**config.mk**
```make
export PLATFORM = sky130hd
export DESIGN_NAME = dvtResult
export DESIGN_NICKNAME = d
export VERILOG_FILES = /design/src/dvtPkg.sv /design/src/dvtResult.sv
export SDC_FILE = /design/constraint.sdc
export NUM_CORES = 1
export LEC_CHECK = 0
export ABC_AREA = 0
export BUFFER_PORTS_ARGS = -buffer_cell sky130_fd_sc_hd__buf_4
export CORE_MARGIN = 2
export CORE_UTILIZATION = 39
export CTS_CLUSTER_DIAMETER = 80
export CTS_CLUSTER_SIZE = 14
export DETAILED_ROUTE_END_ITERATION = 10
export GPL_ROUTABILITY_DRIVEN = 0
export GPL_TIMING_DRIVEN = 0
export PLACE_DENSITY = 0.83
export SYNTH_ARGS = -nofsm -noshare
export SYNTH_HDL_FRONTEND = slang
export SYNTH_SLANG_ARGS = --single-unit
```
**constraint.sdc**
```tcl
create_clock -name clk -period 2.7 [get_ports clk]
set_clock_uncertainty 0.1 [all_clocks]
set_input_delay 0.135 -clock clk [delete_from_list [all_inputs] [get_ports clk]]
set_output_delay 0.135 -clock clk [all_outputs]
set_load 0.05 [all_outputs]
```
**src/dvtPkg.sv**
```systemverilog
// Debug command types
package dvtPkg;

  // ----------------------------------------
  // Widths
  // ----------------------------------------
  localparam int FLAG_BITS = 256;
  localparam int WORD_BITS = 64;
  localparam int ADDR_BITS = 32;

  typedef logic [7:0]             flagIdx_t;
  typedef logic [FLAG_BITS-1:0]   flagVec_t;
  typedef logic [WORD_BITS-1:0]   word64_t;
  typedef logic [ADDR_BITS-1:0]   byteAddr_t;

  // ----------------------------------------
  // Flag map
  // ----------------------------------------
  // Pattern field carries arguments and results of the action bits
  localparam int FLAG_PAT_LO = 0;
  localparam int FLAG_PAT_HI = 31;

  // Action bits, cleared by hardware once handled
  localparam int FLAG_SET_BACKDOOR = 40;
  localparam int FLAG_GET_BACKDOOR = 41;
  localparam int FLAG_SET_LOADED   = 42;
  localparam int FLAG_CHIP_RESET   = 43;

  // Chip reset pulse length in clk cycles
  localparam int CHIP_RESET_CYCLES = 10;
  typedef logic [$clog2(CHIP_RESET_CYCLES + 1)-1:0] resetCnt_t;

  // ----------------------------------------
  // Commands and responses
  // ----------------------------------------
  typedef enum logic [1:0] {
    OP_WRITE_FLAGS = 2'd0,
    OP_READ_FLAGS  = 2'd1,
    OP_WRITE64     = 2'd2,
    OP_READ64      = 2'd3
  } dvtOp_t;

  // Host command; data holds flag value or write word
  typedef struct packed {
    dvtOp_t    op;
    flagIdx_t  msb;
    flagIdx_t  lsb;
    byteAddr_t addr;
    word64_t   data;
  } dvtCmd_t;

  // Decode to execute request
  typedef struct packed {
    logic      start;
    logic      isWrite;
    logic      toFlash;
    byteAddr_t addr;
    word64_t   data;
  } memReq_t;

  typedef struct packed {
    logic    valid;
    word64_t data;
  } dvtResp_t;

endpackage

```
**src/dvtResult.sv**
```systemverilog
// Command response register
`timescale 1ns/1ps

module dvtResult (
  input  logic             clk,
  input  logic             reset_i,
  input  dvtPkg::dvtResp_t flagResp_i,
  input  logic             memDone_i,
  input  dvtPkg::word64_t  memRdata_i,
  output dvtPkg::dvtResp_t resp_o
);

  logic            respValid;
  dvtPkg::word64_t respData;

  // ----------------------------------------
  // Valid pulse
  // ----------------------------------------
  // One command in flight, so at most one source fires per cycle
  always_ff @(posedge clk) begin
    if (reset_i) begin
      respValid <= 1'b0;
    end else begin
      respValid <= flagResp_i.valid || memDone_i;
    end
  end

  // Result data, memory writes already arrive as zero
  always_ff @(posedge clk) begin
    if (flagResp_i.valid) begin
      respData <= flagResp_i.data;
    end else if (memDone_i) begin
      respData <= memRdata_i;
    end
  end

  always_comb begin
    resp_o.valid = respValid;
    resp_o.data  = respData;
  end

endmodule

```
---- After elaboration in Yosys (flattened, before gate mapping) ----
Index checks and enable logic that the tools add are counted.
storage, ports and cells
  bits in registers ....................... 65
  input bits .............................. 132
  output and inout bits ................... 65
  logic and storage cells ................. 6
operators by class
  multiplexer cells ....................... 2
  reductions and logical operators ........ 2
operator list
  cell                number
  two-way mux 64 bit  2
  nonzero test 2 bit  1
  logical OR 1 bit    1

---- Depth between registers and ports, before layout ----
Gate-level depths: netlist of run 1.
  depth in word-level cells ............... 2
  depth in mapped cells ................... 3
  mapped depth without buffers ............ 1

---- Least setup slack after synthesis of run 1 ----
Ideal clock, no wire load.
  path type ............................... input to register
  start point ............................. input flagResp_i[64] (netlist bit)
  end point ............................... register respData[0] (enable)
  library setup time ...................... 0.394 ns
  arrival time ............................ 1.273 ns
  required time ........................... 2.206 ns
  setup slack ............................. 0.932 ns
  cell stages on the path ................. 3
  buffers on the path ..................... 2
  path through ............................ buf_6 > buf_6 > or2_2
on the way
  cells in the longest elaborated chain, start to end .. 1
ends and longest elaborated chain
  element                              line             source
  start, declared                      dvtResult.sv:7   input dvtPkg::dvtResp_t flagResp_i,
  nonzero test 2 bit (no source line)  -
  end signal, assigned                 dvtResult.sv:31  respData <= flagResp_i.data;
  end signal, assigned                 dvtResult.sv:33  respData <= memRdata_i;
  end, declared                        dvtResult.sv:14  dvtPkg::word64_t respData;
No other way between the ends.
A chain may end at the register's enable or synchronous reset.

---- Final worst setup path of run 1 ----
  start point ............................. input memRdata_i[22]
  end point ............................... register respData[22] (data pin)
on the way
  cells in the longest elaborated chain, start to end .. 2
ends and longest elaborated chain
  element             line             source
  start, declared     dvtResult.sv:9   input dvtPkg::word64_t memRdata_i,
  two-way mux 64 bit  dvtResult.sv:32  end else if (memDone_i) begin
  two-way mux 64 bit  dvtResult.sv:30  if (flagResp_i.valid) begin
No other way between the ends. The select of a mux whose other input is x is not followed.

==> run_results.csv, run 1 <==
group,metric,value,unit
status,outcome,"completed",
routing,ant_nets,0,
cts,clk_path_buf_depth,2,
critical_path,crit_path_frequent_cell,"dlygate4sd3_1",
run,max_cap_viol_count,0,
cts,cts_num_sinks,65,
global_routing,track_usage,19.3,%
sta,hold_viol_final,0,
synthesis,yosysWarnings,0,
critical_path,cp_max_fo,1,
cells_and_area,area_growth,80.0,%
floorplanning,die_x,90.2,um
cells_and_area,diodes,0,
critical_path,max_stage_delay,570,ps
routing,wl_per_cell,16.0,um
power,pwr_density_cell,577,mW/mm^2
critical_path,required,2670,ps
global_routing,gr-total-overflow,0,
cts,htree_num_levels,3,
floorplanning,die_area,0.00813,sq mm
cts,numCtsBuffers,9,
routing,highest_layer,"met4",
routing,met2_length,4.50,mm
sta,worstMarginPinSlew,880,ps
routing,num_vias,2277,
floorplanning,fp-row-count,31,
synthesis,yosys.cell_types.count,9,
floorplanning,coreArea,0.00721,sq mm
global_routing,antenna_found_initial,0,
hold_path,worstHoldEndpoint,"respData[19]",
sta,post-route-period-util,62.2,%
placement,dp_hpwl,5.63,mm
floorplanning,ios,197,
cells_and_area,layout.nets,531,
critical_path,crit_path_start_kind,"input port",
critical_path,path_cells,"dlygate4sd3_1, buf_4, mux2_4, dlygate4sd3_1",
critical_path,path_class,"in2reg",
hold_path,hp-class,"in2reg",
cts,tritoncts,"yes",
synthesis,synth_area,0.00290,sq mm
sta,fin_crit,1680,ps
placement,portBuffers,195,
hold_path,min_from,"memRdata_i[19]",
routing,route.detailed.drc,0,
placement,placedCellCount,433,
synthesis,synth_cells,139,
cells_and_area,fill_cells,491,
sta,slew_viol_final,0,
routing,wl_met3,739,um
synthesis,avgSynthCellArea,20.8,sq um
synthesis,yosysSeqAreaShare,67.1,%
routing,wirelength,8.05,mm
critical_path,critPathSlowestCell,"dlygate4sd3_1",
synthesis,syn_nets,271,
hold_path,holdPathStages,2,
floorplanning,start_util,40.1,%
sta,grt_setup_unrepaired,"false",
global_routing,grt_max_degree,65,
routing,vias_per_cell,4.53,
cts,cts-root-buf,"clkbuf_8",
routing,wl_met1,2.73,mm
routing,first_pass_iters,4,
critical_path,cp.arrival,1650,ps
floorplanning,fp.dieH,90.2,um
synthesis,ys_seq_elements,65,
global_routing,grt_pass1_vias,2439,
cells_and_area,fin_area,0.00521,sq mm
cts,cts_resized,0,
power,p_leak,2.38,nW
sta,setup-tns-final,0,ps
cells_and_area,fin_cells,503,
cts,clk_pin_slew,80,ps
global_routing,grt_pass1_wl,12.1,mm
sta,max_clock_freq,595,MHz
cts,postCtsSetupRepairBufs,0,
sta,relSlewSlack,41.3,%
sta,setup_viol,0,
critical_path,endpoint_kind,"flip-flop",
cells_and_area,drive_gt1_share,70.0,%
routing,drt_iter0_drc,84,
power,ir_drop,0.000343,V
placement,place_area,0.00448,sq mm
cts,ctsHoldBuffers,48,
[routing by layer]
metal / GRT usage (%) / vias up
met5: 0 / -
met4: 6.67 / 0
met3: 5.87 / 8
met2: 37.6 / 130
met1: 19.2 / 1076
li1: - / 1063
[synthesized netlist by cell type]
| library cell | number | area (sq um) |
|---|---|---|
| buf_4 | 1 | 7.51 |
| mux2_4 | 38 | 571 |
| dfxtp_1 | 1 | 20.0 |
| o21ba_2 | 1 | 10.0 |
| edfxtp_1 | 64 | 1920 |
| buf_6 | 5 | 56.3 |
| buf_2 | 2 | 10.0 |
| or2_2 | 1 | 6.26 |
| mux2_2 | 26 | 293 |
[cells in the final DEF (no fill, tap or decap)]
master	instances
clkinv_2	2
clkinvlp_4	2
buf_4	196
buf_6	5
or2_4	1
mux2_4	38
clkbuf_8	9
clkbuf_1	1
o21ba_2	1
dfxtp_1	1
dlygate4sd3_1	54
edfxtp_1	64
bufinv_16	1
buf_2	2
clkinv_1	1
mux2_2	26
[per-stage QoR]
step / hold slack, ps / power [mW] / worst slack [ps] / utilization (%)
2_1_floorplan: 161 / 1.83 / 932 / -
3_3_place_gp: 258 / 2.15 / 575 / 62.1
3_5_place_dp: 274 / 2.18 / 522 / 62.1
4_1_cts: 0.00847 / 3.02 / 620 / 71.4
5_1_grt: -2.45 / 3.11 / 986 / 72.3
6_report: 14.0 / 3.01 / 1020 / 72.3
[worst max-delay path, delay by kind of cell]
family / cells / cell delay [ps]
muxes: 1 / 260
buffers and inverters: 3 / 1260
[cell type report]
cell class	count	area (sq um)	area share [%]
buffer	8	73.8	1.42
clock buffer	10	128	2.45
clock inverter	6	58.8	1.13
multi-input combinational	66	882	16.9
sequential	65	1940	37.3
tap	99	124	2.38
timing repair buffer	249	2000	38.5
[cells by family after synthesis]
| logic type | Yosys count | share of synthesized area, % |
|---|---|---|
| flip-flops | 65 | 67.1 |
| multiplexers | 64 | 29.8 |
| buffers and inverters | 8 | 2.55 |
| AO/OA/AOI/OAI | 1 | 0.346 |
| AND/OR/NAND/NOR | 1 | 0.216 |
[power breakdown]
part           switching [mW]  internal (mW)
Sequential             0.0327           1.24
Clock                   0.357          0.420
Combinational           0.542          0.416
Total                   0.932           2.07
[sequential cells by signal, summed over array words and instances, names as in the netlist]
register,cells
respData,64
respValid,1
[worst max-delay path by stage]
stage,start,endpoint,cells past startpoint
2_1_floorplan,flagResp_i[64],respData[0],3
3_3_place_gp,flagResp_i[64],respData[50],3
3_5_place_dp,flagResp_i[64],respData[50],3
4_1_cts,memDone_i,respData[12],3
5_1_grt,memDone_i,respData[9],3
6_report,memRdata_i[22],respData[22],4
Power figures use the tool's default switching activity.
==> run 2, diff against run 1 <==
==> constraint.sdc (replaced) <==
create_clock -name clk -period 1.7 [get_ports clk]
set_clock_uncertainty 0.1 [all_clocks]
set_input_delay 0.085 -clock clk [delete_from_list [all_inputs] [get_ports clk]]
set_output_delay 0.085 -clock clk [all_outputs]
set_load 0.05 [all_outputs]
==> run_results.csv, run 2 <==
group,metric,value,unit
status,outcome,"aborted with a tool error",
status,lastStage,"4_1_cts",
status,run.stop_error,"[ERROR RSZ-0060] Max buffer count reached.",
synthesis,yosys.cell_types.count,9,
cts,htree_num_levels,3,
synthesis,synth_ff_type,"edfxtp_1",
synthesis,async_reset_ff_share,0,%
synthesis,synth_area,0.00290,sq mm
cts,postCtsSetupRepairBufs,0,
cts,clk_path_buf_depth,2,
cts,numCtsBuffers,9,
placement,dp_hpwl,5.45,mm
synthesis,synth_cells,139,
synthesis,synth-edff-count,64,
synthesis,yosysWarnings,0,
floorplanning,die_x,90.2,um
cts,cts_resized,0,
placement,portBuffers,195,
synthesis,yosys-top-cells-count,"edfxtp_1, mux2_4, mux2_2, buf_6, buf_2",
floorplanning,ios,197,
synthesis,yosysTopAreaCell,"edfxtp_1",
synthesis,ys_seq_elements,65,
synthesis,synth.top_cell.area_share,66.4,%
synthesis,syn_nets,271,
placement,post-place-ws,-0.702,ps
floorplanning,fp.dieH,90.2,um
cts,ctsHoldBuffers,102,
floorplanning,fp-row-count,31,
synthesis,avgSynthCellArea,20.8,sq um
synthesis,yosysMostFrequentCell,"edfxtp_1",
floorplanning,start_util,40.1,%
cts,cts_num_sinks,65,
synthesis,yosysSeqAreaShare,67.1,%
synthesis,synth_area_leaders,"edfxtp_1, mux2_4, mux2_2",
cts,cts-root-buf,"clkbuf_8",
## run 2: logic make-up after synthesis
logic type | after synthesis | share of synthesized area [%]
and+or+nand+nor | 1 | 0.216
AOI/OAI and AO/OA | 1 | 0.346
buffers and inverters | 8 | 2.55
DFF | 65 | 67.1
muxes | 64 | 29.8
## run 2: through the flow
step | util (%) | hold WS, ps | TNS [ps] | cells | instance area, sq um
floorplan | - | 111 | 0 | 139 | 2900
global placement | 62.2 | 209 | 0 | 433 | 4490
detailed placement | 62.2 | 213 | -4.18 | 433 | 4490
==> run 3, diff against run 2 <==
--- a/config.mk
+++ b/config.mk
@@ -8,13 +8,11 @@
 export ABC_AREA = 0
 export BUFFER_PORTS_ARGS = -buffer_cell sky130_fd_sc_hd__buf_4
 export CORE_MARGIN = 2
-export CORE_UTILIZATION = 39
-export CTS_CLUSTER_DIAMETER = 80
-export CTS_CLUSTER_SIZE = 14
+export CORE_UTILIZATION = 24
 export DETAILED_ROUTE_END_ITERATION = 10
 export GPL_ROUTABILITY_DRIVEN = 0
 export GPL_TIMING_DRIVEN = 0
-export PLACE_DENSITY = 0.83
+export PLACE_DENSITY_LB_ADDON = 0.15
 export SYNTH_ARGS = -nofsm -noshare
 export SYNTH_HDL_FRONTEND = slang
 export SYNTH_SLANG_ARGS = --single-unit
==> run_results.csv, run 3 <==
group,metric,value,unit
status,outcome,"aborted with a tool error",
status,lastStage,"4_1_cts",
status,run.stop_error,"[ERROR RSZ-0060] Max buffer count reached.",
synthesis,syn_nets,271,
floorplanning,ios,197,
synthesis,synth_cells,139,
synthesis,avgSynthCellArea,20.8,sq um
synthesis,ys_seq_elements,65,
synthesis,yosysTopAreaCell,"edfxtp_1",
placement,place_area,0.00455,sq mm
synthesis,yosys-top-cells-count,"edfxtp_1, mux2_4, mux2_2, buf_6, buf_2",
synthesis,synth_ff_type,"edfxtp_1",
synthesis,synth_area,0.00290,sq mm
synthesis,synth_area_leaders,"edfxtp_1, mux2_4, mux2_2",
synthesis,yosysWarnings,0,
floorplanning,fp-row-count,40,
cts,htree_num_levels,3,
synthesis,yosysSeqAreaShare,67.1,%
cts,numCtsBuffers,9,
synthesis,async_reset_ff_share,0,%
placement,post-place-ws,-31.0,ps
synthesis,synth.top_cell.area_share,66.4,%
placement,portBuffers,195,
synthesis,synth-edff-count,64,
placement,dp_hpwl,5.64,mm
cts,ctsHoldBuffers,102,
cts,clk_path_buf_depth,2,
cts,cts_num_sinks,65,
floorplanning,start_util,24.3,%
floorplanning,die_x,114,um
cts,cts_resized,0,
cts,cts-root-buf,"clkbuf_16",
floorplanning,fp.dieH,114,um
synthesis,yosys.cell_types.count,9,
synthesis,yosysMostFrequentCell,"edfxtp_1",
cts,postCtsSetupRepairBufs,0,
run 3: cell counts after synthesis:
Identical to the previous run, type by type.
run 3: kinds of logic after synthesis:
logic type | count (synthesis) | share of synthesized area [%]
AOI/OAI and AO/OA | 1 | 0.346
buffers and inverters | 8 | 2.55
DFF | 65 | 67.1
muxes | 64 | 29.8
and+or+nand+nor | 1 | 0.216
run 3: per-stage QoR:
stage / setup TNS, ps / instances
floorplan: 0 / 139
global placement: -1630 / 481
detailed placement: -1690 / 481
