===== config.mk =====
export PLATFORM = sky130hd
export DESIGN_NAME = backdoorExec
export DESIGN_NICKNAME = d
export VERILOG_FILES = /design/src/dvtPkg.sv /design/src/memPkg.sv /design/src/backdoorExec.sv
export SDC_FILE = /design/constraint.sdc
export NUM_CORES = 1
export LEC_CHECK = 0
export BUFFER_PORTS_ARGS = -buffer_cell sky130_fd_sc_hd__buf_2
export CAP_MARGIN = 20
export CORE_UTILIZATION = 40
export DETAILED_ROUTE_END_ITERATION = 12
export PLACE_DENSITY = 0.81
export SYNTH_ARGS = -nofsm -noshare
export SYNTH_HDL_FRONTEND = slang
export SYNTH_SLANG_ARGS = --single-unit

===== constraint.sdc =====
create_clock -name clk -period 5.65 [get_ports clk]
set_input_delay 1.13 -clock clk [delete_from_list [all_inputs] [get_ports clk]]
set_output_delay 1.13 -clock clk [all_outputs]
set_load 0.02 [all_outputs]

===== src/dvtPkg.sv =====
// Debug command types
package dvtPkg;

  // ----------------------------------------
  // Widths
  // ----------------------------------------
  localparam int FLAG_BITS = 256;
  localparam int WORD_BITS = 64;
  localparam int ADDR_BITS = 32;

  typedef logic [7:0]             flagIdx_t;
  typedef logic [FLAG_BITS-1:0]   flagVec_t;
  typedef logic [WORD_BITS-1:0]   word64_t;
  typedef logic [ADDR_BITS-1:0]   byteAddr_t;

  // ----------------------------------------
  // Flag map
  // ----------------------------------------
  // Pattern field carries arguments and results of the action bits
  localparam int FLAG_PAT_LO = 0;
  localparam int FLAG_PAT_HI = 31;

  // Action bits, cleared by hardware once handled
  localparam int FLAG_SET_BACKDOOR = 40;
  localparam int FLAG_GET_BACKDOOR = 41;
  localparam int FLAG_SET_LOADED   = 42;
  localparam int FLAG_CHIP_RESET   = 43;

  // Chip reset pulse length in clk cycles
  localparam int CHIP_RESET_CYCLES = 10;
  typedef logic [$clog2(CHIP_RESET_CYCLES + 1)-1:0] resetCnt_t;

  // ----------------------------------------
  // Commands and responses
  // ----------------------------------------
  typedef enum logic [1:0] {
    OP_WRITE_FLAGS = 2'd0,
    OP_READ_FLAGS  = 2'd1,
    OP_WRITE64     = 2'd2,
    OP_READ64      = 2'd3
  } dvtOp_t;

  // Host command; data holds flag value or write word
  typedef struct packed {
    dvtOp_t    op;
    flagIdx_t  msb;
    flagIdx_t  lsb;
    byteAddr_t addr;
    word64_t   data;
  } dvtCmd_t;

  // Decode to execute request
  typedef struct packed {
    logic      start;
    logic      isWrite;
    logic      toFlash;
    byteAddr_t addr;
    word64_t   data;
  } memReq_t;

  typedef struct packed {
    logic    valid;
    word64_t data;
  } dvtResp_t;

endpackage


===== src/memPkg.sv =====
// Backdoor memory geometry
package memPkg;

  // ----------------------------------------
  // Scratchpad, one 64-bit word per entry
  // ----------------------------------------
  localparam int MAIN_WORDS  = 256;
  localparam int MAIN_ADDR_W = 8;

  // ----------------------------------------
  // Flash, one byte per entry
  // ----------------------------------------
  localparam int FLASH_BYTES  = 2048;
  localparam int FLASH_ADDR_W = 11;

  // Bytes moved per backdoor word
  localparam int BYTES_PER_WORD = 8;

  typedef logic [MAIN_ADDR_W-1:0]  mainAddr_t;
  typedef logic [FLASH_ADDR_W-1:0] flashAddr_t;
  typedef logic [7:0]              byteData_t;

  // Counts 0..BYTES_PER_WORD, one extra step for the registered read
  typedef logic [$clog2(BYTES_PER_WORD):0] byteCnt_t;

endpackage


===== src/backdoorExec.sv =====
// Backdoor access engine
`timescale 1ns/1ps

module backdoorExec (
  input  logic                clk,
  input  logic                reset_i,
  input  dvtPkg::memReq_t     memReq_i,
  output logic                memDone_o,
  output dvtPkg::word64_t     memRdata_o,
  // Scratchpad port
  output logic                spWrite_o,
  output memPkg::mainAddr_t   spAddr_o,
  output dvtPkg::word64_t     spWdata_o,
  input  dvtPkg::word64_t     spRdata_i,
  // Flash port
  output logic                flWrite_o,
  output memPkg::flashAddr_t  flAddr_o,
  output memPkg::byteData_t   flWdata_o,
  input  memPkg::byteData_t   flRdata_i
);

  typedef enum logic [1:0] {
    IDLE,
    MAIN_ACCESS,
    MAIN_WAIT,
    FLASH_BYTES
  } execState_t;

  execState_t        state;
  memPkg::byteCnt_t  byteCnt;
  logic              flashLast;
  logic              reqWrite;
  dvtPkg::byteAddr_t reqAddr;
  dvtPkg::word64_t   reqData;
  dvtPkg::word64_t   rdBuf;

  // ----------------------------------------
  // Memory drive
  // ----------------------------------------
  always_comb begin
    // Reads need one more step for the last registered byte
    flashLast = reqWrite ? (byteCnt == memPkg::byteCnt_t'(memPkg::BYTES_PER_WORD - 1))
                         : (byteCnt == memPkg::byteCnt_t'(memPkg::BYTES_PER_WORD));

    spWrite_o = (state == MAIN_ACCESS) && reqWrite;
    // Word index, low byte bits dropped
    spAddr_o  = memPkg::mainAddr_t'(reqAddr >> $clog2(memPkg::BYTES_PER_WORD));
    spWdata_o = reqData;

    flWrite_o = (state == FLASH_BYTES) && reqWrite;
    // 11-bit sum wraps modulo flash size
    flAddr_o  = memPkg::flashAddr_t'(reqAddr) + memPkg::flashAddr_t'(byteCnt);
    // Little-endian: byte i is data[8i +: 8]
    flWdata_o = memPkg::byteData_t'(reqData >> (8 * byteCnt));

    memDone_o = ((state == MAIN_ACCESS) && reqWrite) ||
                (state == MAIN_WAIT) ||
                ((state == FLASH_BYTES) && flashLast);

    if (reqWrite) begin
      memRdata_o = '0;
    end else if (state == MAIN_WAIT) begin
      memRdata_o = spRdata_i;
    end else begin
      // top byte arrives in the done cycle
      memRdata_o = {flRdata_i, rdBuf[55:0]};
    end
  end

  // ----------------------------------------
  // FSM
  // ----------------------------------------
  always_ff @(posedge clk) begin
    if (reset_i) begin
      state   <= IDLE;
      byteCnt <= '0;
    end else begin
      case (state)
        IDLE: begin
          byteCnt <= '0;
          if (memReq_i.start) begin
            state <= memReq_i.toFlash ? FLASH_BYTES : MAIN_ACCESS;
          end
        end
        MAIN_ACCESS: state <= reqWrite ? IDLE : MAIN_WAIT;
        MAIN_WAIT:   state <= IDLE;
        FLASH_BYTES: begin
          if (flashLast) begin
            state <= IDLE;
          end else begin
            byteCnt <= byteCnt + 1'b1;
          end
        end
        default: state <= IDLE;
      endcase
    end
  end

  // Request capture and read byte assembly
  always_ff @(posedge clk) begin
    if ((state == IDLE) && memReq_i.start) begin
      reqWrite <= memReq_i.isWrite;
      reqAddr  <= memReq_i.addr;
      reqData  <= memReq_i.data;
    end
    // Byte n-1 is on the read port at count n
    if ((state == FLASH_BYTES) && !reqWrite && (byteCnt != '0)) begin
      rdBuf[8 * (byteCnt - 1) +: 8] <= flRdata_i;
    end
  end

endmodule


# Yosys cells after proc, flatten, opt, wreduce, memory -nomap -nowiden
# Index checks and enable logic that the tools add are counted.
dict set report classes {
  add_sub_neg 4
  n_eq_ne 8
  shifts 3
  n_mux 11
  n_reduce_logical 14
}
# cell n
set ops {}
lappend ops {{two-way mux 64 bit} 2}
lappend ops {{bitwise mux 64 bit} 1}
lappend ops {{variable shift 8 x 34 -> 64 bit (first input constant)} 1}
lappend ops {{variable part select 8 x 34 -> 64 bit} 1}
lappend ops {{>> shifter 64 x 7 -> 8 bit} 1}
lappend ops {{negator 32 -> 34 bit} 1}
lappend ops {{adder 11 x 4 -> 11 bit} 1}
lappend ops {{two-way mux 2 bit} 4}
lappend ops {{one-hot mux 2 bit (4 select lines)} 1}
lappend ops {{one-hot mux 4 bit (2 select lines)} 1}
lappend ops {{logical AND 1 bit} 6}
lappend ops {{inequality test 2 bit (second input constant)} 3}
lappend ops {{subtractor 4 x 1 -> 5 bit (second input constant)} 1}
lappend ops {{adder 4 x 1 -> 4 bit (second input constant)} 1}
lappend ops {{== test 2 bit (second input constant)} 2}
lappend ops {{== test 4 x 3 -> 1 bit (second input constant)} 1}
lappend ops {{== test 4 bit (second input constant)} 1}
lappend ops {{two-way mux 4 bit} 1}
lappend ops {{AND reduction 2 bit} 2}
lappend ops {{nonzero test 4 bit} 1}
lappend ops {{== test 2 x 1 -> 1 bit (second input constant)} 1}
lappend ops {{zero test 2 bit} 1}
lappend ops {{logical OR 1 bit} 2}
lappend ops {{nonzero test 2 bit} 1}
lappend ops {{2 further kinds} 2}
dict set report word_totals {
  regBits 146
  inputBits 173
}

# Longest topological paths before layout
# Gate-level depths: netlist of run 1.
dict set report logic_depth {
  depth_word 4
  depth_mapped 14
}

# Least setup slack after synthesis of run 1
# OpenSTA, ideal clock, no wires.
dict set report synth_timing {
  path_kind {flip-flop to flip-flop}
  from {reg byteCnt[1]}
  to {reg rdBuf[40] (enable)}
  t_arrival_ns 3.858
  setup_slack_ns 1.398
  path_stages_with_launch 15
  n_path_buf 3
  period_less_slack_ns 4.252
  path_cell_list {dfxtp_1 buf_2 buf_1 inv_1 ha_1 buf_2 and2_2 a21oi_1 o21ai_0 and2_1 ha_1 nor4_1 nand3_1 a21o_1 nor4_1}
}
dict set report synth_between {
  elab_chain_len 2
}
# item line_no
set synth_rtl {}
lappend synth_rtl {{from (decl)} backdoorExec.sv:30} ;# memPkg::byteCnt_t byteCnt;
lappend synth_rtl {{from (signal assigned)} backdoorExec.sv:91} ;# byteCnt <= byteCnt + 1'b1;
lappend synth_rtl {{nonzero test 4 bit} backdoorExec.sv:107} ;# if ((state == FLASH_BYTES) && !reqWrite && (byteCnt != '0)) begin
lappend synth_rtl {{logical AND 1 bit} backdoorExec.sv:107}
lappend synth_rtl {{to (signal, indexed assignment)} backdoorExec.sv:108} ;# rdBuf[8 * (byteCnt - 1) +: 8] <= flRdata_i;
lappend synth_rtl {{to (decl)} backdoorExec.sv:35} ;# dvtPkg::word64_t rdBuf;
# Every way passes these cells.
# A chain may end at the register's enable or synchronous reset.

# Final worst setup path of run 1
dict set report layout_timing {
  from {reg byteCnt[1]}
  to {reg rdBuf[48] (enable)}
}
# Same word-level chain as after synthesis.

==> impl_summary.txt, run 1 <==
----------------------------------------------------
[Placed design]
  Placed cell area ... 0.00869 mm2
  Sum of net half-perimeters after detailed placement ... 14.3 mm
  Routability-driven placement congestion ratio ... 0.879
  Number of buffers inserted by port buffering ... 309
  Inst Count DP ... 1131

[Synth]
  Yosys Warn Count ... 0
  Sequential area share after synthesis ... 0.582
  EDFF count, synth ... 132
  Syn Nets ... 828
  Cell variety after synth ... 55
  Async set-reset flop share out of synthesis ... 0
  Syn avg cell area ... 11.0 um2
  Post-Syn Instances ... 639
  Most area-consuming cells after synthesis ... sky130_fd_sc_hd__edfxtp_1 (56%), sky130_fd_sc_hd__nand2_1 (8.3%), sky130_fd_sc_hd__a21oi_1 (5.3%)
  Most frequent cells after synthesis ... sky130_fd_sc_hd__nand2_1 (155), sky130_fd_sc_hd__edfxtp_1 (132), sky130_fd_sc_hd__a21oi_1 (74)
  Mapped cell area ... 0.00702 mm2
  Flip-flop and latch count after synthesis ... 138
  Cell type with the highest aggregate area in the netlist ... sky130_fd_sc_hd__edfxtp_1
  Fraction of synthesized cell area taken by the top area cell type ... 0.565
  Library cell with the highest instance count after synthesis ... sky130_fd_sc_hd__nand2_1
  Synth Flop Type ... sky130_fd_sc_hd__edfxtp_1

[Finish]
  Area of the multi-input gates ... 0.00267 mm2
  # nets final ... 1115
  Number of fill cells ... 1475
  Finished layout cell area ... 0.00928 mm2
  Antenna cell count ... 0
  Sequential cell area ... 0.00409 mm2
  Post-synthesis to final-layout area growth ... 32.2%
  Share of final-layout standard cells stronger than drive strength 1 ... 0.405
  Number of cells in the finished layout apart from fillers ... 1164

[Floorplan]
  Vertical die dimension ... 134 um
  Starting Density ... 0.407
  Core footprint ... 0.0172 mm2
  Die width ... 134 um
  Number of top-level pins ... 331
  Die area ... 0.0181 mm2
  Std-Cell Rows ... 48

[GRT]
  Routing usage on met1 ... 0.215
  Met2 GRT Util ... 0.379
  Total congestion overflow ... 0
  Pin count of the biggest net entering global routing ... 72
  Antenna violations before repair ... 0
  Top Usage Layer GRT ... met2
  Wire length of the first global-routing pass ... 27.9 mm
  Met3 track demand over resource in global routing ... 0.0612
  Number of global-route vias before repair ... 5485
  Overall track demand over capacity in global routing ... 0.206

[Critical path]
  Path depth of the worst reg2reg path ... 12
  FF-to-FF Start ... byteCnt[1]$_SDFFE_PP0P_
  Critical path fanouts, max ... 25
  End of the worst register-to-register path ... rdBuf[48]$_DFFE_PP_
  Critical path startpoint category ... flop
  Critical path start-end classification ... reg -> reg
  Register-to-register path setup slack ... 1.53 ns
  Required time of the critical path ... 5.69 ns
  Worst EP arrival ... 4.16 ns
  Crit end category ... flop

[Flow run]
  Number of max-cap violations ... 0

[Clock network]
  TritonCTS buffer count ... 17
  Number of H-tree levels ... 4
  Cts hold-fix bufs ... 0
  CTS tree ... done
  Setup repair bufs after CTS ... 0
  Post-cts repair resize count ... 0
  Clock latency reported for the late side of the worst-skew pair ... 0.41 ns
  CTS Root Cell ... sky130_fd_sc_hd__clkbuf_16
  CTS clk-pin slew, worst paths ... 0.06 ns
  Buffer levels on the longest clock path ... 2
  Count of clock tree sinks ... 138

[STA]
  Setup TNS ... 0 ns
  Final-layout worst hold slack ... 0.638 ns
  Worst Tran Pin Value ... 0.984 ns
  Worst slew slack as a fraction of its limit ... 0.339
  RSZ-0062 raised after global routing ... false
  Setup violation total in the final timing report ... 0
  Upper clock frequency limit ... 0.243 GHz
  Final cycle utilization of the critical path ... 0.729
  Worst Clk Skew ... 0.00664 ns
  Tmin final ... 4.12 ns
  Number of endpoints with negative hold slack in the final report ... 0
  Final slew viol count ... 0

[Routing]
  Wire length per cell ... 16.5 um
  Detailed-route DRC error count ... 0
  Post-DR vias/cell ... 5.08
  Total number of vias ... 5909
  Antenna-violating nets left ... 0
  First-pass detailed-route iteration total ... 5
  Final routed wirelength across all metal layers ... 19.2 mm
  Violation count after the first detailed-routing iteration ... 364

[Pwr]
  Leakage power summed over all cells ... 3.85 nW
  Peak VDD IR ... 0.000225 V
  Total Power ... 2.61 mW
  Power density over the cells ... 281 mW/mm2

[Min path]
  Class of the worst hold path ... reg -> reg
  Worst Hold Path EP ... byteCnt[3]$_SDFFE_PP0P_
  Number of cells on the worst hold path ... 2
  Hold wc startpoint ... state[0]$_SDFFE_PP0P_

[Outcome]
  Status ... completed

----------------------------------------------------
-- layer usage --
| metal | share of wire | vias up |
|---|---|---|
| met5 | 0 | - |
| met4 | 0.033 | 0 |
| met3 | 0.078 | 38 |
| met2 | 0.52 | 293 |
| met1 | 0.37 | 2730 |
| li1 | - | 2848 |
-- sequential cells by signal, summed over array words and instances, names as in the netlist --
| signal | cells |
|---|---|
| reqWrite | 1 |
| state | 2 |
| byteCnt | 4 |
| rdBuf | 56 |
| reqAddr | 11 |
| spWdata_o | 64 |
-- cell families after synthesis --
kind of cell / count (synthesis) / synth area share
AND/OR/NAND/NOR: 287 / 0.188
flip-flops: 138 / 0.582
AO/OA/AOI/OAI: 96 / 0.0766
buffers and inverters: 63 / 0.0399
multiplexers: 27 / 0.0670
adder cells (fa/ha/maj): 16 / 0.0296
XOR/XNOR: 12 / 0.0171
-- power breakdown --
| group | internal [mW] | switching, mW | total (mW) |
|---|---|---|---|
| logic | 0.112 | 0.198 | 0.310 |
| registers | 1.17 | 0.0273 | 1.19 |
| clock network | 0.624 | 0.479 | 1.10 |
-- final cells by class --
cell class | count | share of cell area
clock inverters | 15 | 0.0169
flip-flops and latches | 138 | 0.440
multi-input cells | 438 | 0.287
repair buffers | 319 | 0.175
inverters | 12 | 0.00485
clock buffers | 17 | 0.0458
well taps | 225 | 0.0303
-- stage by stage --
step | setup slack [ns] | utilization
6_report | 1.53 | 0.538
5_1_grt | 1.14 | 0.538
4_1_cts | 1.46 | 0.538
3_5_place_dp | 1.51 | 0.504
3_3_place_gp | 1.61 | 0.504
2_1_floorplan | 1.40 | -
-- critical path, stage by stage, from the launching register on --
cell,delay (ns)
sky130_fd_sc_hd__dfxtp_1,0.30
sky130_fd_sc_hd__buf_4,0.32
sky130_fd_sc_hd__inv_1,0.22
sky130_fd_sc_hd__ha_1,0.36
sky130_fd_sc_hd__and2_2,0.24
sky130_fd_sc_hd__a21oi_1,0.10
sky130_fd_sc_hd__o21ai_0,0.14
sky130_fd_sc_hd__and2_1,0.20
sky130_fd_sc_hd__ha_1,0.36
sky130_fd_sc_hd__nor4_1,0.33
sky130_fd_sc_hd__nand3_1,0.19
sky130_fd_sc_hd__a21o_1,0.22
sky130_fd_sc_hd__nor4_2,0.74
-- cell usage in the layout, fill, tap and decap left out, types with 6 or more instances in the layout --
master                      synthesis  routed
sky130_fd_sc_hd__a21oi_1           74      74
sky130_fd_sc_hd__and2_1            11      11
sky130_fd_sc_hd__buf_2              8     309
sky130_fd_sc_hd__buf_4              9      10
sky130_fd_sc_hd__clkbuf_16          0      17
sky130_fd_sc_hd__edfxtp_1         132     132
sky130_fd_sc_hd__ha_1              15      15
sky130_fd_sc_hd__inv_1             12      11
sky130_fd_sc_hd__inv_6              0       6
sky130_fd_sc_hd__mux2i_1           11      11
sky130_fd_sc_hd__mux4_2            16      16
sky130_fd_sc_hd__nand2_1          155     155
sky130_fd_sc_hd__nand3_1            7       7
sky130_fd_sc_hd__nor2_1            60      60
sky130_fd_sc_hd__nor3_1            10      10
sky130_fd_sc_hd__o21ai_0            6       6
sky130_fd_sc_hd__xor2_1             6       6
-- worst max path at each step --
| stage | from | endpoint | slack (ns) |
|---|---|---|---|
| 3_5_place_dp | byteCnt[1]$_SDFFE_PP0P_ | rdBuf[49]$_DFFE_PP_ | 1.51 |
| 6_report | byteCnt[1]$_SDFFE_PP0P_ | rdBuf[48]$_DFFE_PP_ | 1.53 |
| 2_1_floorplan | byteCnt[1]$_SDFFE_PP0P_ | rdBuf[40]$_DFFE_PP_ | 1.40 |
| 5_1_grt | byteCnt[1]$_SDFFE_PP0P_ | rdBuf[49]$_DFFE_PP_ | 1.14 |
| 4_1_cts | byteCnt[1]$_SDFFE_PP0P_ | rdBuf[48]$_DFFE_PP_ | 1.46 |
| 3_3_place_gp | byteCnt[1]$_SDFFE_PP0P_ | rdBuf[49]$_DFFE_PP_ | 1.61 |
Power figures use the tool's default switching activity.
==> inputs of run 2 (changes only) <==
ABC_AREA = 1   (was unset)
clock period = 3.85 ns   (was 5.65 ns; I/O delays follow)
==> impl_summary.txt, run 2 <==
----------------------------------------------------
[STA]
  Worst slew slack as a fraction of its limit ... 0.463 (+0.124)
  Final slew viol count ... 0 (unchanged)
  Worst Tran Pin Value ... 0.805 ns (-0.178 ns)
  Tmin final ... 3.47 ns (-0.647 ns)
  RSZ-0062 raised after global routing ... false
  Setup violation total in the final timing report ... 0 (unchanged)
  Upper clock frequency limit ... 0.288 GHz (+19%)
  Final cycle utilization of the critical path ... 0.902 (+0.173)
  Worst Clk Skew ... 0.0134 ns (+0.00679 ns)
  Number of endpoints with negative hold slack in the final report ... 0 (unchanged)
  Setup TNS ... 0 ns (unchanged)

[Finish]
  Area of the multi-input gates ... 0.00249 mm2 (-6.7%)
  Antenna cell count ... 0 (unchanged)
  Sequential cell area ... 0.00409 mm2 (unchanged)
  Post-synthesis to final-layout area growth ... 32.7%
  Share of final-layout standard cells stronger than drive strength 1 ... 0.363 (-0.0419)
  Highest-count cells in the layout ignoring fill and taps ... sky130_fd_sc_hd__buf_2 (309), sky130_fd_sc_hd__nor2_1 (204), sky130_fd_sc_hd__edfxtp_1 (132)
  Most common cell after layout, fill and taps aside ... sky130_fd_sc_hd__buf_2
  Max reg flops ... 64 (unchanged)
  # nets final ... 1240 (+11%)
  Number of fill cells ... 1516 (+2.8%)
  Fraction of the core area covered by cells at the end of the flow ... 0.541 (+0.00203)

[Floorplan]
  Vertical die dimension ... 134 um (about the same)
  Std-Cell Rows ... 48 (unchanged)
  Die width ... 134 um (about the same)
  Starting Density ... 0.407 (about the same)
  Number of top-level pins ... 331 (unchanged)
  Die area ... 0.0181 mm2 (about the same)
  Core footprint ... 0.0172 mm2 (unchanged)

[GRT]
  Pin count of the biggest net entering global routing ... 78 (+8.3%)
  Overall track demand over capacity in global routing ... 0.219 (+0.0124)
  Antenna violations before repair ... 0 (unchanged)
  Total congestion overflow ... 0 (unchanged)
  Number of global-route vias before repair ... 5946 (+8.4%)
  Wire length of the first global-routing pass ... 29.7 mm (+6.6%)

[Synth]
  Post-Syn Instances ... 757 (+18%)
  Library cell with the highest instance count after synthesis ... sky130_fd_sc_hd__nor2_1
  Sequential area share after synthesis ... 0.582 (about the same)
  Post-synthesis adder-cell area fraction ... 0.0296 (about the same)
  Cell type with the highest aggregate area in the netlist ... sky130_fd_sc_hd__edfxtp_1
  Syn Nets ... 946 (+14%)
  Async set-reset flop share out of synthesis ... 0 (unchanged)
  Synth Flop Type ... sky130_fd_sc_hd__edfxtp_1
  Syn avg cell area ... 9.27 um2 (-16%)
  Xor/xnor share of the synthesized area ... 0.0112 (-0.00588)
  Simple-gate portion of the synthesized area ... 0.214 (+0.0255)
  Cell variety after synth ... 29 (-47%)
  Fraction of synthesized cell area taken by the top area cell type ... 0.565 (about the same)
  Flip-flop and latch count after synthesis ... 138 (unchanged)
  Most area-consuming cells after synthesis ... sky130_fd_sc_hd__edfxtp_1 (56%), sky130_fd_sc_hd__nor2_1 (11%), sky130_fd_sc_hd__o21ai_0 (7.2%)
  Most frequent cells after synthesis ... sky130_fd_sc_hd__nor2_1 (206), sky130_fd_sc_hd__edfxtp_1 (132), sky130_fd_sc_hd__o21ai_0 (101)
  Mapped cell area ... 0.00702 mm2 (about the same)
  EDFF count, synth ... 132 (unchanged)
  Dominant combinational cell family by area after synthesis ... simple AND/OR/NAND/NOR gates
  Share of the synthesized area in compound gates (AO/OA/AOI/OAI) ... 0.0979 (+0.0212)
  Yosys Warn Count ... 0 (unchanged)
  Multiplexer fraction of the synthesized cell area ... 0 (-0.0670)

[Critical path]
  Worst EP arrival ... 3.54 ns (-0.62 ns)
  Sequence of cells on the critical path ... inv_1 -> buf_4 -> ha_1 -> inv_1 -> nand2_1 -> nand2_2 -> nor2_2 -> nand3_2 -> ha_1 -> nand2_1 -> nor2_1 -> nand3_1 -> nand2_1 -> nand2_1 -> nor2_1 -> nand3_1 -> nor2_1
  Largest stage delay, worst path ... 0.57 ns (-0.17 ns)
  Crit end category ... flop
  Critical path fanouts, max ... 19 (-24%)
  Critical path startpoint category ... flop
  Slowest cell on crit path ... sky130_fd_sc_hd__nor2_1
  Critical path start-end classification ... reg -> reg
  Most common cell on crit path ... sky130_fd_sc_hd__nand2_1
  Required time of the critical path ... 3.91 ns (-1.78 ns)

[Routing]
  First-pass detailed-route iteration total ... 5 (unchanged)
  Violation count after the first detailed-routing iteration ... 393 (+8.0%)
  Detailed-route DRC error count ... 0 (unchanged)
  Post-DR vias/cell ... 4.99 (-1.6%)
  Total number of vias ... 6436 (+8.9%)
  Antenna-violating nets left ... 0 (unchanged)
  Wire length per cell ... 15.7 um (-4.7%)
  Final routed wirelength across all metal layers ... 20.2 mm (+5.5%)

[Clock network]
  Clock latency reported for the late side of the worst-skew pair ... 0.43 ns (+0.02 ns)
  Cts hold-fix bufs ... 0 (unchanged)
  Buffer levels on the longest clock path ... 2 (unchanged)
  Count of clock tree sinks ... 138 (unchanged)
  TritonCTS buffer count ... 17 (unchanged)
  CTS tree ... done
  Setup repair bufs after CTS ... 0 (unchanged)
  Post-cts repair resize count ... 0 (unchanged)
  CTS clk-pin slew, worst paths ... 0.07 ns (about the same)
  Number of H-tree levels ... 4 (unchanged)
  CTS Root Cell ... sky130_fd_sc_hd__clkbuf_16

[Flow run]
  Number of max-cap violations ... 0 (unchanged)

[Min path]
  Class of the worst hold path ... in -> reg

[Placed design]
  Number of buffers inserted by port buffering ... 309 (unchanged)
  Routability-driven placement congestion ratio ... 0.894 (+1.7%)
  Sum of net half-perimeters after detailed placement ... 15.0 mm (+4.8%)

[Outcome]
  Status ... completed

[Pwr]
  Peak VDD IR ... 0.000296 V (+31%)
  Leakage power summed over all cells ... 4.20 nW (+9.2%)
  Power density over the cells ... 426 mW/mm2 (+52%)

----------------------------------------------------
## run 2: cell types whose count changed after synthesis, moves of 6 or more
cell                       before  now
sky130_fd_sc_hd__nor2_1        60  206
sky130_fd_sc_hd__o21ai_0        6  101
sky130_fd_sc_hd__clkbuf_1      28   34
sky130_fd_sc_hd__and2_1        11    0
sky130_fd_sc_hd__a21oi_1       74   15
sky130_fd_sc_hd__inv_1         12   56
sky130_fd_sc_hd__nand2_1      155   61
sky130_fd_sc_hd__mux2i_1       11    0
sky130_fd_sc_hd__mux4_2        16    0
sky130_fd_sc_hd__nor3_1        10   30
sky130_fd_sc_hd__nand3_1        7   29
sky130_fd_sc_hd__buf_1          6    0
sky130_fd_sc_hd__nor2_2         0   12
sky130_fd_sc_hd__o22ai_1        0   16
## run 2: layer usage
layer | vias up | routed length (um) | GRT usage
met3 | 34 | 1510 | 0.0552
li1 | 3137 | - | -
met1 | 2928 | 7490 | 0.225
met5 | - | 0 | 0
met2 | 337 | 10700 | 0.420
met4 | 0 | 507 | 0.0874
## run 2: final timing paths
kind                           start                       to  slack [ns]  cells past startpoint
max          byteCnt[1]$_SDFFE_PP0P_      rdBuf[19]$_DFFE_PP_        0.38                     17
min                     memReq_i[37]  spWdata_o[37]$_DFFE_PP_        0.50                      1
max reg2reg  byteCnt[1]$_SDFFE_PP0P_      rdBuf[19]$_DFFE_PP_        0.38                     17
min reg2reg  byteCnt[3]$_SDFFE_PP0P_  byteCnt[3]$_SDFFE_PP0P_        0.59                      2
## run 2: cell families (layout without fill, tap and decap cells)
kind of cell    count (synthesis)  count (layout)
flops                         138             138
fa+ha+maj                      16              16
xor+xnor                        9               9
simple gates                  352             352
compound gates                133             133
buf+inv                       109             416
## run 2: area by class of cell
class,instances,area share
sequential,138,0.438
multi-input combinational,510,0.267
timing repair buffer,323,0.179
clock buffer,17,0.0457
tap,225,0.0302
inverter,61,0.0247
clock inverter,15,0.0153
## run 2: power by group
| part | internal [mW] | switching (mW) | leakage (nW) |
|---|---|---|---|
| Sequential | 1.72 | 0.0361 | 1.29 |
| Clock | 0.863 | 0.729 | 0.286 |
| Combinational | 0.202 | 0.418 | 2.62 |
## run 2: worst max-delay path, delay by kind of cell (launching register included)
| family | cells | cell delay (ns) |
|---|---|---|
| flops | 1 | 0.31 |
| simple gates | 12 | 1.83 |
| fa+ha+maj | 2 | 0.59 |
| buf+inv | 3 | 0.39 |
## run 2: stage by stage
| step | hold slack [ns] | area (um2) | setup slack (ns) | instances | power (mW) |
|---|---|---|---|---|---|
| final | 0.504 | 9320 | 0.376 | 1289 | 3.96 |
| after global placement | 0.564 | 8750 | 0.549 | 1257 | 2.40 |
| after floorplan | 0.505 | 7020 | 0.378 | 757 | 2.15 |
| after CTS | 0.502 | 9320 | 0.429 | 1289 | 3.98 |
| after global routing | 0.495 | 9320 | 0.0823 | 1289 | 4.09 |
| after detailed placement | 0.578 | 8750 | 0.446 | 1257 | 2.41 |
==> inputs of run 3 (changes only) <==
ABC_AREA = unset   (was 1)
==> impl_summary.txt, run 3 (synthesis results as in run 1) <==
----------------------------------------------------
[Outcome]
  Status ... completed

[Finish]
  Sequential cell area ... 0.00409 mm2 (unchanged)
  Fraction of the core area covered by cells at the end of the flow ... 0.543 (+0.00283)
  Max reg flops ... 64 (unchanged)
  # nets final ... 1122 (-9.5%)
  Number of cells in the finished layout apart from fillers ... 1171 (-9.2%)
  Finished layout cell area ... 0.00937 mm2 (+0.52%)
  Post-synthesis to final-layout area growth ... 33.4%
  Area of the multi-input gates ... 0.00268 mm2 (+7.7%)
  Highest-count cells in the layout ignoring fill and taps ... sky130_fd_sc_hd__buf_2 (309), sky130_fd_sc_hd__nand2_1 (155), sky130_fd_sc_hd__edfxtp_1 (132)
  Most common cell after layout, fill and taps aside ... sky130_fd_sc_hd__buf_2
  Antenna cell count ... 0 (unchanged)
  Share of final-layout standard cells stronger than drive strength 1 ... 0.415 (+0.0527)
  Number of fill cells ... 1480 (-2.4%)

[GRT]
  Antenna violations before repair ... 1 (+1)
  Number of global-route vias before repair ... 5507 (-7.4%)
  Wire length of the first global-routing pass ... 28.2 mm (-4.9%)
  Pin count of the biggest net entering global routing ... 77 (-1.3%)
  Total congestion overflow ... 0 (unchanged)
  Overall track demand over capacity in global routing ... 0.211 (-0.00790)

[Routing]
  Violation count after the first detailed-routing iteration ... 335 (-15%)
  Detailed-route DRC error count ... 0 (unchanged)
  First-pass detailed-route iteration total ... 4 (-1)
  Final routed wirelength across all metal layers ... 19.5 mm (-3.4%)
  Post-DR vias/cell ... 5.13 (+2.7%)
  Total number of vias ... 6005 (-6.7%)
  Wire length per cell ... 16.7 um (+6.3%)
  Antenna-violating nets left ... 0 (unchanged)

[Clock network]
  Clock latency reported for the late side of the worst-skew pair ... 0.42 ns (about the same)
  Number of H-tree levels ... 4 (unchanged)
  CTS clk-pin slew, worst paths ... 0.07 ns (about the same)
  Count of clock tree sinks ... 138 (unchanged)
  TritonCTS buffer count ... 17 (unchanged)
  CTS tree ... done
  Buffer levels on the longest clock path ... 2 (unchanged)
  CTS Root Cell ... sky130_fd_sc_hd__clkbuf_16

[Critical path]
  Largest stage delay, worst path ... 0.41 ns (-0.16 ns)
  Critical path fanouts, max ... 22 (+3)
  Gate family responsible for the most delay along the worst path ... buffers and inverters
  Worst setup path startpoint ... byteCnt[0]$_SDFFE_PP0P_
  FF-to-FF Start ... byteCnt[1]$_SDFFE_PP0P_
  Critical Path End ... flAddr_o[8]
  End of the worst register-to-register path ... rdBuf[35]$_DFFE_PP_
  Required time of the critical path ... 3.08 ns (-0.83 ns)
  Crit end category ... primary output
  Number of gates on the worst path with buffers counted ... 10 (-7)
  Critical path startpoint category ... flop
  Worst EP arrival ... 2.85 ns (-0.69 ns)
  Path depth of the worst reg2reg path ... 11 (-6)
  Register-to-register path setup slack ... 0.36 ns (-0.02 ns)
  Critical path start-end classification ... reg -> out
  Slowest cell on crit path ... sky130_fd_sc_hd__fa_1
  Count of buffer and inverter cells on the critical path ... 4 (+1)
  Sequence of cells on the critical path ... buf_4 -> buf_6 -> ha_1 -> inv_1 -> fa_1 -> nor2b_1 -> o21ai_0 -> a21boi_0 -> xor2_1 -> buf_2

[Placed design]
  Routability-driven placement congestion ratio ... 0.908 (+1.6%)
  Sum of net half-perimeters after detailed placement ... 14.6 mm (-2.8%)
  Inst Count DP ... 1138 (-9.5%)
  Placed cell area ... 0.00876 mm2 (+0.17%)
  Setup Slack @ Placement ... 0.205 ns (-0.242 ns)
  Number of buffers inserted by port buffering ... 309 (unchanged)

[STA]
  Worst slew slack as a fraction of its limit ... 0.370 (-0.0936)
  Worst Clk Skew ... 0.0123 ns (-0.00109 ns)
  Upper clock frequency limit ... 0.277 GHz (-3.9%)
  Setup violation total in the final timing report ... 0 (unchanged)
  Final slew viol count ... 0 (unchanged)
  Tmin final ... 3.62 ns (+0.143 ns)
  Worst Tran Pin Value ... 0.946 ns (+0.140 ns)
  Number of endpoints with negative hold slack in the final report ... 0 (unchanged)
  Slack of the critical path ... 0.233 ns (-0.143 ns)
  Final cycle utilization of the critical path ... 0.939 (+0.0371)

[Pwr]
  Power density over the cells ... 409 mW/mm2 (-3.8%)
  Peak VDD IR ... 0.000291 V (-1.6%)
  Total Power ... 3.83 mW (-3.3%)
  Leakage power summed over all cells ... 3.89 nW (-7.4%)

[Floorplan]
  Starting Density ... 0.407 (about the same)
  Std-Cell Rows ... 48 (unchanged)
  Die width ... 134 um (about the same)
  Core footprint ... 0.0172 mm2 (unchanged)
  Number of top-level pins ... 331 (unchanged)
  Die area ... 0.0181 mm2 (about the same)
  Vertical die dimension ... 134 um (about the same)

[Flow run]
  Number of max-cap violations ... 0 (unchanged)

[Min path]
  Class of the worst hold path ... in -> reg

----------------------------------------------------
## run 3: stage by stage
step,TNS [ns],hold WS [ns]
detailed placement,0,0.651
global placement,0,0.641
finish,0,0.521
global route,-0.000952,0.501
CTS,0,0.503
floorplan,0,0.581
## run 3: cell type report
cell class | count | share of cell area
inverters | 12 | 0.00481
flip-flops and latches | 138 | 0.436
clock inverters | 15 | 0.0168
repair buffers | 326 | 0.180
multi-input cells | 438 | 0.286
clock buffers | 17 | 0.0454
well taps | 225 | 0.0301
## run 3: worst min-delay path by stage
stage | startpoint | endpoint | cells after the start
6_report | memReq_i[35] | spWdata_o[35]$_DFFE_PP_ | 1
5_1_grt | memReq_i[54] | spWdata_o[54]$_DFFE_PP_ | 1
4_1_cts | memReq_i[35] | spWdata_o[35]$_DFFE_PP_ | 1
3_5_place_dp | state[0]$_SDFFE_PP0P_ | byteCnt[3]$_SDFFE_PP0P_ | 2
3_3_place_gp | state[0]$_SDFFE_PP0P_ | byteCnt[3]$_SDFFE_PP0P_ | 2
2_1_floorplan | state[1]$_SDFFE_PP0P_ | byteCnt[0]$_SDFFE_PP0P_ | 3
## run 3: report_power, final
| part | leakage [nW] | total, mW | internal, mW | switching (mW) |
|---|---|---|---|---|
| combinational | 2.19 | 0.461 | 0.169 | 0.292 |
| sequential | 1.42 | 1.75 | 1.71 | 0.0428 |
| clock | 0.282 | 1.62 | 0.917 | 0.702 |
## run 3: layer usage
layer | wire [um] | track usage | vias up
li1 | - | - | 2863
met1 | 7120 | 0.225 | 2766
met2 | 9890 | 0.375 | 321
met3 | 1730 | 0.0608 | 53
met4 | 789 | 0.115 | 2
met5 | 10 | 0 | -
## run 3: timing repair
item,4_1_cts,5_1_grt
buffers inserted,0,0
endpoints found under the setup margin,0,35
hold buffers,0,0
resized for setup,0,6
